## config.mk

```make
export PLATFORM = sky130hd
export DESIGN_NAME = rv_core_top
export DESIGN_NICKNAME = d
export VERILOG_FILES = /design/src/design/isa_pkg.sv /design/src/design/apb_pkg.sv /design/src/design/rv_core_top.sv /design/src/design/core_sequencer.sv /design/src/design/apb_requester.sv /design/src/design/load_store_unit.sv /design/src/design/execute_unit.sv /design/src/design/reg_file.sv /design/src/design/inst_decoder.sv
export SDC_FILE = /design/constraint.sdc
export NUM_CORES = 2
export LEC_CHECK = 0
export BUFFER_PORTS_ARGS = -buffer_cell sky130_fd_sc_hd__buf_4
export CAP_MARGIN = 10
export CORE_ASPECT_RATIO = 1.5
export CORE_MARGIN = 1
export CORE_UTILIZATION = 55
export DETAILED_ROUTE_END_ITERATION = 8
export PLACE_DENSITY = 0.78
export SYNTH_ARGS = -nofsm -noshare
export SYNTH_HDL_FRONTEND = slang
export SYNTH_SLANG_ARGS = --single-unit
```

## constraint.sdc

```tcl
create_clock -name clk -period 63 [get_ports clk]
set_clock_uncertainty 0.05 [all_clocks]
set_input_delay 9.45 -clock clk [delete_from_list [all_inputs] [get_ports clk]]
set_output_delay 9.45 -clock clk [all_outputs]
set_load 0.02 [all_outputs]
```

## src/design/isa_pkg.sv

```systemverilog
// ==================================================
// RV32I encodings and decoded-instruction type
// shared by the decoder, execute and sequencer
// ==================================================
package isa_pkg;

    parameter int xlen = 32;

    typedef enum logic [6:0] {
        OPC_OP     = 7'b0110011,
        OPC_OP_IMM = 7'b0010011,
        OPC_LOAD   = 7'b0000011,
        OPC_STORE  = 7'b0100011,
        OPC_BRANCH = 7'b1100011,
        OPC_LUI    = 7'b0110111,
        OPC_AUIPC  = 7'b0010111,
        OPC_JAL    = 7'b1101111,
        OPC_JALR   = 7'b1100111,
        OPC_SYSTEM = 7'b1110011
    } opcode_e;

    typedef enum logic [2:0] {FMT_R, FMT_I, FMT_S, FMT_B, FMT_U, FMT_J, FMT_N} inst_fmt_e;

    typedef enum logic [3:0] {
        ALU_ADD, ALU_SUB, ALU_SLL, ALU_SLT, ALU_SLTU,
        ALU_XOR, ALU_SRL, ALU_SRA, ALU_OR, ALU_AND
    } alu_op_e;

    typedef enum logic [1:0] {WB_NONE, WB_ALU, WB_LINK, WB_LOAD} wb_src_e;

    typedef struct packed {
        opcode_e         opcode;
        inst_fmt_e       fmt;
        logic [2:0]      funct3;
        logic [4:0]      rd;
        logic [4:0]      rs1;
        logic [4:0]      rs2;
        logic [xlen-1:0] imm;
        alu_op_e         alu_op;
        wb_src_e         wb_src;
        logic            illegal;
        logic            ebreak;
    } decoded_t;

endpackage
```

## src/design/apb_pkg.sv

```systemverilog
// ==================================================
// APB4 requester/completer signal bundles and the
// internal one-transfer bus command
// ==================================================
package apb_pkg;

    typedef struct packed {
        logic                     psel;
        logic                     penable;
        logic                     pwrite;
        logic [isa_pkg::xlen-1:0] paddr;
        logic [isa_pkg::xlen-1:0] pwdata;
        logic [3:0]               pstrb;
    } apb_req_t;

    typedef struct packed {
        logic                     pready;
        logic [isa_pkg::xlen-1:0] prdata;
        logic                     pslverr;
    } apb_rsp_t;

    typedef struct packed {
        logic                     write;
        logic [isa_pkg::xlen-1:0] addr;
        logic [isa_pkg::xlen-1:0] wdata;
        logic [3:0]               strb;
    } bus_cmd_t;

endpackage

```

## src/design/rv_core_top.sv

```systemverilog
// ==================================================
// multi-cycle RV32I core with one shared APB4 port
// ==================================================
module rv_core_top #(
    parameter logic [isa_pkg::xlen-1:0] reset_pc = 32'h0000_0000
) (
    input  logic              clk,
    input  logic              reset,
    output apb_pkg::apb_req_t apb,
    input  apb_pkg::apb_rsp_t apb_rsp,
    output logic              halted,
    output logic              error
);
    isa_pkg::decoded_t        dec;
    apb_pkg::bus_cmd_t        cmd, data_cmd;
    logic                     start, done, slverr, wb_en, jump_taken;
    logic [isa_pkg::xlen-1:0] rdata, inst, pc, load_word, load_data;
    logic [isa_pkg::xlen-1:0] rs1_data, rs2_data, alu_result, jump_target, wb_data;

    core_sequencer #(.reset_pc(reset_pc)) u_seq (
        .clk(clk), .reset(reset), .dec(dec),
        .jump_taken(jump_taken), .jump_target(jump_target), .data_cmd(data_cmd),
        .done(done), .rdata(rdata), .slverr(slverr),
        .cmd(cmd), .start(start), .inst(inst), .pc(pc), .wb_en(wb_en),
        .load_word(load_word), .halted(halted), .error(error)
    );

    inst_decoder u_dec (.inst(inst), .dec(dec));

    reg_file u_regs (
        .clk(clk), .reset(reset), .dec(dec), .wb_en(wb_en), .wb_data(wb_data),
        .rs1_data(rs1_data), .rs2_data(rs2_data)
    );

    execute_unit u_exe (
        .dec(dec), .pc(pc), .rs1_data(rs1_data), .rs2_data(rs2_data),
        .load_data(load_data), .alu_result(alu_result), .jump_taken(jump_taken),
        .jump_target(jump_target), .wb_data(wb_data)
    );

    load_store_unit u_lsu (
        .dec(dec), .alu_result(alu_result), .rs2_data(rs2_data),
        .load_word(load_word), .data_cmd(data_cmd), .load_data(load_data)
    );

    apb_requester u_apb (
        .clk(clk), .reset(reset), .cmd(cmd), .start(start), .apb(apb),
        .apb_rsp(apb_rsp), .done(done), .rdata(rdata), .slverr(slverr)
    );

endmodule

```

## src/design/core_sequencer.sv

```systemverilog
// ==================================================
// steps one instruction at a time through fetch,
// execute, memory and writeback; owns pc and halt
// ==================================================
module core_sequencer #(
    parameter logic [isa_pkg::xlen-1:0] reset_pc = 32'h0000_0000
) (
    input  logic                     clk,
    input  logic                     reset,
    input  isa_pkg::decoded_t        dec,
    input  logic                     jump_taken,
    input  logic [isa_pkg::xlen-1:0] jump_target,
    input  apb_pkg::bus_cmd_t        data_cmd,
    input  logic                     done,
    input  logic [isa_pkg::xlen-1:0] rdata,
    input  logic                     slverr,
    output apb_pkg::bus_cmd_t        cmd,
    output logic                     start,
    output logic [isa_pkg::xlen-1:0] inst,
    output logic [isa_pkg::xlen-1:0] pc,
    output logic                     wb_en,
    output logic [isa_pkg::xlen-1:0] load_word,
    output logic                     halted,
    output logic                     error
);
    typedef enum logic [2:0] {FETCH, EXECUTE, MEMORY, WRITEBACK, HALT} state_e;

    state_e state, state_next;
    logic   err_set;

    always_comb begin
        state_next = state;
        err_set    = 1'b0;
        case (state)
            FETCH, MEMORY: begin
                if (done && slverr) begin
                    state_next = HALT;
                    err_set    = 1'b1;
                end else if (done) begin
                    state_next = (state == FETCH) ? EXECUTE : WRITEBACK;
                end
            end
            EXECUTE: begin
                if (dec.ebreak) begin
                    state_next = HALT;
                end else if (dec.illegal) begin
                    state_next = HALT;
                    err_set    = 1'b1;
                end else if (dec.opcode == isa_pkg::OPC_LOAD ||
                             dec.opcode == isa_pkg::OPC_STORE) begin
                    state_next = MEMORY;
                end else begin
                    state_next = WRITEBACK;
                end
            end
            WRITEBACK: state_next = FETCH;
            default:   state_next = HALT; // stays until reset
        endcase
    end

    always_ff @(posedge clk or posedge reset) begin
        if (reset) begin
            state <= FETCH;
            start <= 1'b1; // first fetch right out of reset
            pc    <= reset_pc;
            error <= 1'b0;
        end else begin
            state <= state_next;
            start <= (state_next != state) &&
                     (state_next == FETCH || state_next == MEMORY);
            error <= error | err_set;
            if (state == WRITEBACK) begin
                pc <= jump_taken ? jump_target : pc + 32'd4;
            end
        end
    end

    always_ff @(posedge clk) begin
        if (done && state == FETCH) begin
            inst <= rdata;
        end
        if (done && state == MEMORY) begin
            load_word <= rdata;
        end
    end

    // fetch is a full-word read at pc
    assign cmd = (state == FETCH) ?
                 '{write: 1'b0, addr: pc, wdata: '0, strb: 4'hf} : data_cmd;

    assign wb_en  = (state == WRITEBACK) && (dec.wb_src != isa_pkg::WB_NONE);
    assign halted = (state == HALT);

endmodule

```

## src/design/apb_requester.sv

```systemverilog
// ==================================================
// APB4 requester, one SETUP/ACCESS transfer per start
// ==================================================
module apb_requester (
    input  logic                     clk,
    input  logic                     reset,
    input  apb_pkg::bus_cmd_t        cmd,
    input  logic                     start,
    output apb_pkg::apb_req_t        apb,
    input  apb_pkg::apb_rsp_t        apb_rsp,
    output logic                     done,
    output logic [isa_pkg::xlen-1:0] rdata,
    output logic                     slverr
);
    typedef enum logic [1:0] {IDLE, SETUP, ACCESS} state_e;

    state_e            state;
    apb_pkg::bus_cmd_t cmd_q;

    always_ff @(posedge clk or posedge reset) begin
        if (reset) begin
            state <= IDLE;
        end else begin
            case (state)
                IDLE:    if (start) state <= SETUP;
                SETUP:   state <= ACCESS;
                default: if (apb_rsp.pready) state <= IDLE; // wait states stretch access
            endcase
        end
    end

    always_ff @(posedge clk) begin
        if (start && state == IDLE) begin
            cmd_q <= cmd; // held stable for the whole transfer
        end
    end

    assign apb.psel    = (state != IDLE);
    assign apb.penable = (state == ACCESS);
    assign apb.pwrite  = cmd_q.write;
    assign apb.paddr   = cmd_q.addr;
    assign apb.pwdata  = cmd_q.wdata;
    assign apb.pstrb   = cmd_q.strb;

    assign done   = (state == ACCESS) && apb_rsp.pready;
    assign rdata  = apb_rsp.prdata;
    assign slverr = apb_rsp.pslverr;

endmodule

```

## src/design/load_store_unit.sv

```systemverilog
// ==================================================
// data bus command with byte lanes, load extension
// ==================================================
module load_store_unit (
    input  isa_pkg::decoded_t        dec,
    input  logic [isa_pkg::xlen-1:0] alu_result,
    input  logic [isa_pkg::xlen-1:0] rs2_data,
    input  logic [isa_pkg::xlen-1:0] load_word,
    output apb_pkg::bus_cmd_t        data_cmd,
    output logic [isa_pkg::xlen-1:0] load_data
);
    logic [1:0]               offset;
    logic [isa_pkg::xlen-1:0] shifted;

    assign offset = alu_result[1:0];

    always_comb begin
        data_cmd.write = (dec.opcode == isa_pkg::OPC_STORE);
        data_cmd.addr  = {alu_result[isa_pkg::xlen-1:2], 2'b00}; // word aligned
        case (dec.funct3[1:0])
            2'b00:   {data_cmd.wdata, data_cmd.strb} = {{4{rs2_data[7:0]}}, 4'b0001 << offset};
            2'b01:   {data_cmd.wdata, data_cmd.strb} = {{2{rs2_data[15:0]}}, 4'b0011 << offset};
            default: {data_cmd.wdata, data_cmd.strb} = {rs2_data, 4'b1111};
        endcase
    end

    assign shifted = load_word >> {offset, 3'b000};

    always_comb begin
        case (dec.funct3)
            3'b000:  load_data = {{24{shifted[7]}}, shifted[7:0]};   // lb
            3'b001:  load_data = {{16{shifted[15]}}, shifted[15:0]}; // lh
            3'b100:  load_data = {24'b0, shifted[7:0]};
            3'b101:  load_data = {16'b0, shifted[15:0]};
            default: load_data = shifted;
        endcase
    end

endmodule

```

## src/design/execute_unit.sv

```systemverilog
// ==================================================
// ALU with operand select, branch compare, jump
// target and writeback value
// ==================================================
module execute_unit (
    input  isa_pkg::decoded_t        dec,
    input  logic [isa_pkg::xlen-1:0] pc,
    input  logic [isa_pkg::xlen-1:0] rs1_data,
    input  logic [isa_pkg::xlen-1:0] rs2_data,
    input  logic [isa_pkg::xlen-1:0] load_data,
    output logic [isa_pkg::xlen-1:0] alu_result,
    output logic                     jump_taken,
    output logic [isa_pkg::xlen-1:0] jump_target,
    output logic [isa_pkg::xlen-1:0] wb_data
);
    logic [isa_pkg::xlen-1:0] a, b, link;
    logic                     branch_hit;

    always_comb begin
        case (dec.fmt)
            isa_pkg::FMT_I, isa_pkg::FMT_S: {a, b} = {rs1_data, dec.imm};
            isa_pkg::FMT_U: begin
                a = (dec.opcode == isa_pkg::OPC_LUI) ? '0 : pc;
                b = dec.imm;
            end
            isa_pkg::FMT_B, isa_pkg::FMT_J: {a, b} = {pc, dec.imm};
            default: {a, b} = {rs1_data, rs2_data};
        endcase
    end

    always_comb begin
        case (dec.alu_op)
            isa_pkg::ALU_SUB:  alu_result = a - b;
            isa_pkg::ALU_SLL:  alu_result = a << b[4:0];
            isa_pkg::ALU_SLT:  alu_result = {31'b0, $signed(a) < $signed(b)};
            isa_pkg::ALU_SLTU: alu_result = {31'b0, a < b};
            isa_pkg::ALU_XOR:  alu_result = a ^ b;
            isa_pkg::ALU_SRL:  alu_result = a >> b[4:0];
            isa_pkg::ALU_SRA:  alu_result = $unsigned($signed(a) >>> b[4:0]);
            isa_pkg::ALU_OR:   alu_result = a | b;
            isa_pkg::ALU_AND:  alu_result = a & b;
            default:           alu_result = a + b;
        endcase
    end

    // branch compare uses the register operands, not a/b
    always_comb begin
        case (dec.funct3)
            3'b000:  branch_hit = (rs1_data == rs2_data);
            3'b001:  branch_hit = (rs1_data != rs2_data);
            3'b100:  branch_hit = ($signed(rs1_data) < $signed(rs2_data));
            3'b101:  branch_hit = ($signed(rs1_data) >= $signed(rs2_data));
            3'b110:  branch_hit = (rs1_data < rs2_data);
            3'b111:  branch_hit = (rs1_data >= rs2_data);
            default: branch_hit = 1'b0;
        endcase
    end

    assign jump_taken  = (dec.opcode == isa_pkg::OPC_JAL) || (dec.opcode == isa_pkg::OPC_JALR) ||
                         (dec.opcode == isa_pkg::OPC_BRANCH && branch_hit);
    assign jump_target = (dec.opcode == isa_pkg::OPC_JALR) ?
                         {alu_result[isa_pkg::xlen-1:1], 1'b0} : alu_result;
    assign link        = pc + 32'd4;

    always_comb begin
        case (dec.wb_src)
            isa_pkg::WB_LINK: wb_data = link;
            isa_pkg::WB_LOAD: wb_data = load_data;
            default:          wb_data = alu_result;
        endcase
    end

endmodule

```

## src/design/reg_file.sv

```systemverilog
// ==================================================
// integer registers x1..x31, x0 reads as zero
// ==================================================
module reg_file (
    input  logic                     clk,
    input  logic                     reset,
    input  isa_pkg::decoded_t        dec,
    input  logic                     wb_en,
    input  logic [isa_pkg::xlen-1:0] wb_data,
    output logic [isa_pkg::xlen-1:0] rs1_data,
    output logic [isa_pkg::xlen-1:0] rs2_data
);
    logic [isa_pkg::xlen-1:0] regs [1:31];

    always_ff @(posedge clk or posedge reset) begin
        if (reset) begin
            for (int i = 1; i < 32; i++) begin
                regs[i] <= '0;
            end
        end else if (wb_en && dec.rd != 5'd0) begin
            regs[dec.rd] <= wb_data;
        end
    end

    assign rs1_data = (dec.rs1 == 5'd0) ? '0 : regs[dec.rs1];
    assign rs2_data = (dec.rs2 == 5'd0) ? '0 : regs[dec.rs2];

endmodule

```

## src/design/inst_decoder.sv

```systemverilog
// ==================================================
// RV32I decode: fields, format, immediate, ALU op
// ==================================================
module inst_decoder (
    input  logic [isa_pkg::xlen-1:0] inst,
    output isa_pkg::decoded_t        dec
);
    logic [6:0] funct7;

    assign funct7 = inst[31:25];

    always_comb begin
        dec.opcode  = isa_pkg::opcode_e'(inst[6:0]);
        dec.funct3  = inst[14:12];
        dec.rd      = inst[11:7];
        dec.rs1     = inst[19:15];
        dec.rs2     = inst[24:20];
        dec.ebreak  = (inst == 32'h0010_0073);
        dec.illegal = 1'b0;
        dec.fmt     = isa_pkg::FMT_N;
        dec.wb_src  = isa_pkg::WB_NONE;
        case (dec.opcode)
            isa_pkg::OPC_OP:     {dec.fmt, dec.wb_src} = {isa_pkg::FMT_R, isa_pkg::WB_ALU};
            isa_pkg::OPC_OP_IMM: {dec.fmt, dec.wb_src} = {isa_pkg::FMT_I, isa_pkg::WB_ALU};
            isa_pkg::OPC_LOAD:   {dec.fmt, dec.wb_src} = {isa_pkg::FMT_I, isa_pkg::WB_LOAD};
            isa_pkg::OPC_JALR:   {dec.fmt, dec.wb_src} = {isa_pkg::FMT_I, isa_pkg::WB_LINK};
            isa_pkg::OPC_STORE:  dec.fmt = isa_pkg::FMT_S;
            isa_pkg::OPC_BRANCH: dec.fmt = isa_pkg::FMT_B;
            isa_pkg::OPC_LUI,
            isa_pkg::OPC_AUIPC:  {dec.fmt, dec.wb_src} = {isa_pkg::FMT_U, isa_pkg::WB_ALU};
            isa_pkg::OPC_JAL:    {dec.fmt, dec.wb_src} = {isa_pkg::FMT_J, isa_pkg::WB_LINK};
            isa_pkg::OPC_SYSTEM: dec.illegal = !dec.ebreak; // only ebreak kept
            default:             dec.illegal = 1'b1;
        endcase

        case (dec.fmt)
            isa_pkg::FMT_I: dec.imm = {{20{inst[31]}}, inst[31:20]};
            isa_pkg::FMT_S: dec.imm = {{20{inst[31]}}, inst[31:25], inst[11:7]};
            isa_pkg::FMT_B: dec.imm = {{20{inst[31]}}, inst[7], inst[30:25], inst[11:8], 1'b0};
            isa_pkg::FMT_U: dec.imm = {inst[31:12], 12'b0};
            isa_pkg::FMT_J: dec.imm = {{12{inst[31]}}, inst[19:12], inst[20], inst[30:21], 1'b0};
            default:        dec.imm = '0;
        endcase

        dec.alu_op = isa_pkg::ALU_ADD; // address and link arithmetic
        if (dec.opcode == isa_pkg::OPC_OP || dec.opcode == isa_pkg::OPC_OP_IMM) begin
            case (dec.funct3)
                3'b000: if (dec.opcode == isa_pkg::OPC_OP && funct7[5]) begin
                    dec.alu_op = isa_pkg::ALU_SUB;
                end
                3'b001:  dec.alu_op = isa_pkg::ALU_SLL;
                3'b010:  dec.alu_op = isa_pkg::ALU_SLT;
                3'b011:  dec.alu_op = isa_pkg::ALU_SLTU;
                3'b100:  dec.alu_op = isa_pkg::ALU_XOR;
                3'b101:  dec.alu_op = funct7[5] ? isa_pkg::ALU_SRA : isa_pkg::ALU_SRL;
                3'b110:  dec.alu_op = isa_pkg::ALU_OR;
                default: dec.alu_op = isa_pkg::ALU_AND;
            endcase
        end
    end

endmodule

```

==> impl_metrics.toml <==
[sta]
period_needed_ns = 13.13
setup_tns_ns = 0
slew_violations = 0
fmax_ghz = 0.0762
slew_headroom_pct = 4.25
hold_violations = 0
tightest_slew_ns = 1.41
fin_ws_ns = 49.87
setup_viol = 0
grt_setup_unrepaired = "false"
timing.hold.ws_ns = 0.436
post-route-period-util_pct = 20.8

[worst_setup_path]
cp.arrival_ns = 13.82
worstSetupPathType = "primary input to async pin"
crit_path_max_fanout = 143
crit_path_end_kind = "async pin"
required_ns = 63.70
startpoint_type = "primary input"

[clocking]
cts_buffers = 110
cts_resized = 0
cts_root_buf = "clkbuf_16"
clk_pin_slew_ns = 0.06
clk_latency_ns = 0.78
htreeDepth = 3
postCtsSetupRepairBufs = 0
clock_path_buffers = 3
cts_tree = "built"
cts_num_sinks = 1164
cts_hold_buf = 0

[logic_synthesis]
syn_inst = 7110
async_reset_ff_share_pct = 88.6
synth_area_per_cell_um2 = 9.94
yosysSeqAreaShare_pct = 42.2
syn-num-nets = 7281
synthAdderAreaFrac_pct = 2.41
synth-compound-area-share_pct = 18.3
ys_warn_count = 0
synth_area_mm2 = 0.0706
synth_simple_gate_area_share_pct = 11.8
muxShareOfSynthArea_pct = 19.9
synth_top_family_by_area = "multiplexers"
synth_xor_area_share_pct = 0.546
synth-edff-count = 133
synth-seq-cells = 1164
ys_types = 112
synthFlopType = "dfrtp_1"

[placed_design]
dp.cells = 8513
io_buffers = 108
gp_congestion = 1.08
hpwlAfterDp_um = 197000
place_ws_ns = 49.00

[final_layout]
nets = 7099
synthToLayoutAreaGrowth_pct = 8.94
layout-drive-gt1-share_pct = 17.5
fillers = 10300
seq_area_mm2 = 0.0298
multi_input_area_mm2 = 0.0380
post-route-util_pct = 60.5
fin_cells = 8728

[route]
drc = 0
first_pass_iters = 8
wl_per_cell_um = 33.5
wl_um = 292000
vias_per_cell = 7.20
vias = 62900
ant_nets = 0
initialDrtViolationCount = 8488

[grt]
grt_pass1_wl_um = 422000
antenna_found_initial = 10
grt_pass1_vias = 61500
grt_max_degree = 144
grt-ovfl-total = 0
grt_usage_pct = 45.1

[pwr]
power.density_mw_per_mm2 = 19.2
leakage_nw = 32.8
peakVddDrop_uv = 22.7

[run]
maxCapViolCount = 0

[floorplanning]
core.rowCount = 160
die_area_mm2 = 0.130
initial_utilization_pct = 55.6
fp.dieH_um = 441
io_pins = 109
coreArea_mm2 = 0.127
die_w_um = 295

[worst_hold_path]
min_path_type = "flip-flop to flip-flop"

[outcome]
outcome = "finished, final reports clean"
[worst paths after layout]
path	from	end	slack (ns)	depth (start not counted)
hold reg to reg	u_seq.error	u_seq.error	0.44	1
hold / removal	u_seq.error	u_seq.error	0.44	1
setup / recovery	reset	u_regs.regs[283]	49.87	6
setup reg to reg	u_seq.inst[20]	u_regs.regs[762]	50.93	24
max in group clk	u_seq.inst[20]	u_regs.regs[762]	50.93	24
min in group asynchronous	reset	u_regs.regs[325]	8.86	2
[metrics by stage]
step | instance area, um^2 | power, mW
2_1_floorplan | 70600 | 0.784
3_3_place_gp | 73100 | 0.790
3_5_place_dp | 73100 | 0.790
4_1_cts | 76900 | 1.48
5_1_grt | 76900 | 1.51
6_report | 77000 | 1.48
[layout make-up]
class                           count  share of cell area [%]
Antenna cell                        5                  0.0163
Clock buffer                      151                    4.16
Clock inverter                     55                   0.728
Inverter                          140                   0.693
Multi-Input combinational cell   5158                    49.4
Sequential cell                  1164                    38.7
Tap cell                         1701                    2.77
Timing Repair Buffer              354                    3.53
[cells in the mapped netlist (17+ instances only)]
library cell | instances | share of area, %
a211oi_1 | 63 | 0.67
nand2_1 | 744 | 4.0
a21o_1 | 41 | 0.44
o21bai_1 | 17 | 0.18
xnor2_1 | 33 | 0.41
a21oi_1 | 707 | 5.0
buf_1 | 47 | 0.25
dfrtp_1 | 1030 | 36
o21ai_0 | 610 | 4.3
nor2_1 | 879 | 4.7
ha_1 | 133 | 2.4
clkbuf_1 | 434 | 2.3
nor2b_1 | 28 | 0.25
buf_6 | 24 | 0.38
nand4_1 | 18 | 0.16
o221ai_1 | 33 | 0.41
buf_2 | 112 | 0.79
o22ai_1 | 115 | 1.0
and3_1 | 37 | 0.33
inv_1 | 133 | 0.71
a31oi_1 | 81 | 0.72
mux4_2 | 414 | 13
o21ai_1 | 23 | 0.16
edfxtp_1 | 133 | 5.7
and2_1 | 21 | 0.19
nor3_1 | 56 | 0.40
o211ai_1 | 40 | 0.43
a221oi_1 | 44 | 0.55
nand3_1 | 83 | 0.59
o21a_1 | 26 | 0.28
nand2b_1 | 26 | 0.23
mux2i_1 | 329 | 4.7
buf_4 | 29 | 0.31
a22o_1 | 47 | 0.58
a211o_1 | 19 | 0.24
mux2_2 | 121 | 1.9
a22oi_1 | 61 | 0.65
[cell families (layout without fill, tap and decap cells)]
logic type | after synthesis | after routing
AOI/OAI and AO/OA | 2116 | 2116
xor gates and xnor gates | 44 | 44
adders and majority gates | 135 | 135
buffers and inverters | 788 | 700
DFF | 1164 | 1164
muxes | 871 | 871
other | 0 | 5
and+or+nand+nor | 1992 | 1992
[flip-flops by register name (all words and copies together) (netlist names)]
register         flops
u_regs.regs        992
u_apb.apb           69
u_apb.state          2
u_seq.pc            32
u_seq.load_word     32
u_seq.error          1
u_seq.start          1
u_seq.state          3
u_seq.inst          32
[cell usage in the layout, fill, tap and decap left out, types with 63 or more instances in the layout]
master	instances
a211oi_1	63
buf_4	348
a31oi_1	79
a21oi_1	697
mux2i_1	328
nand2_1	743
edfxtp_1	133
mux4_2	414
nor2_1	843
dfrtp_1	1030
clkbuf_16	113
o22ai_1	115
mux2_2	121
ha_1	133
inv_1	132
nand3_1	83
o21ai_0	606
[power by group]
| part | leakage (nW) | switching, mW | internal, mW | total, mW |
|---|---|---|---|---|
| clock | 1.84 | 0.319 | 0.386 | 0.706 |
| combinational | 15.4 | 0.0149 | 0.00228 | 0.0172 |
| sequential | 15.5 | 0.0000795 | 0.758 | 0.758 |
[per-layer routing]
layer  vias to the layer above  part of all wire (%)  global-route usage [%]
li1                      25700                     -                       -
met1                     30800                    32                    50.4
met2                      4713                    45                    70.0
met3                      1587                    11                    12.0
met4                        10                    12                    42.5
met5                         -                 0.056                   0.600
[critical path, stage by stage]
cell   delay [ns]
buf_4        0.13
inv_8        0.65
buf_4        0.84
buf_4        0.73
buf_4        0.89
buf_4        0.83
Note: power is estimated with default switching activity, not from simulation.
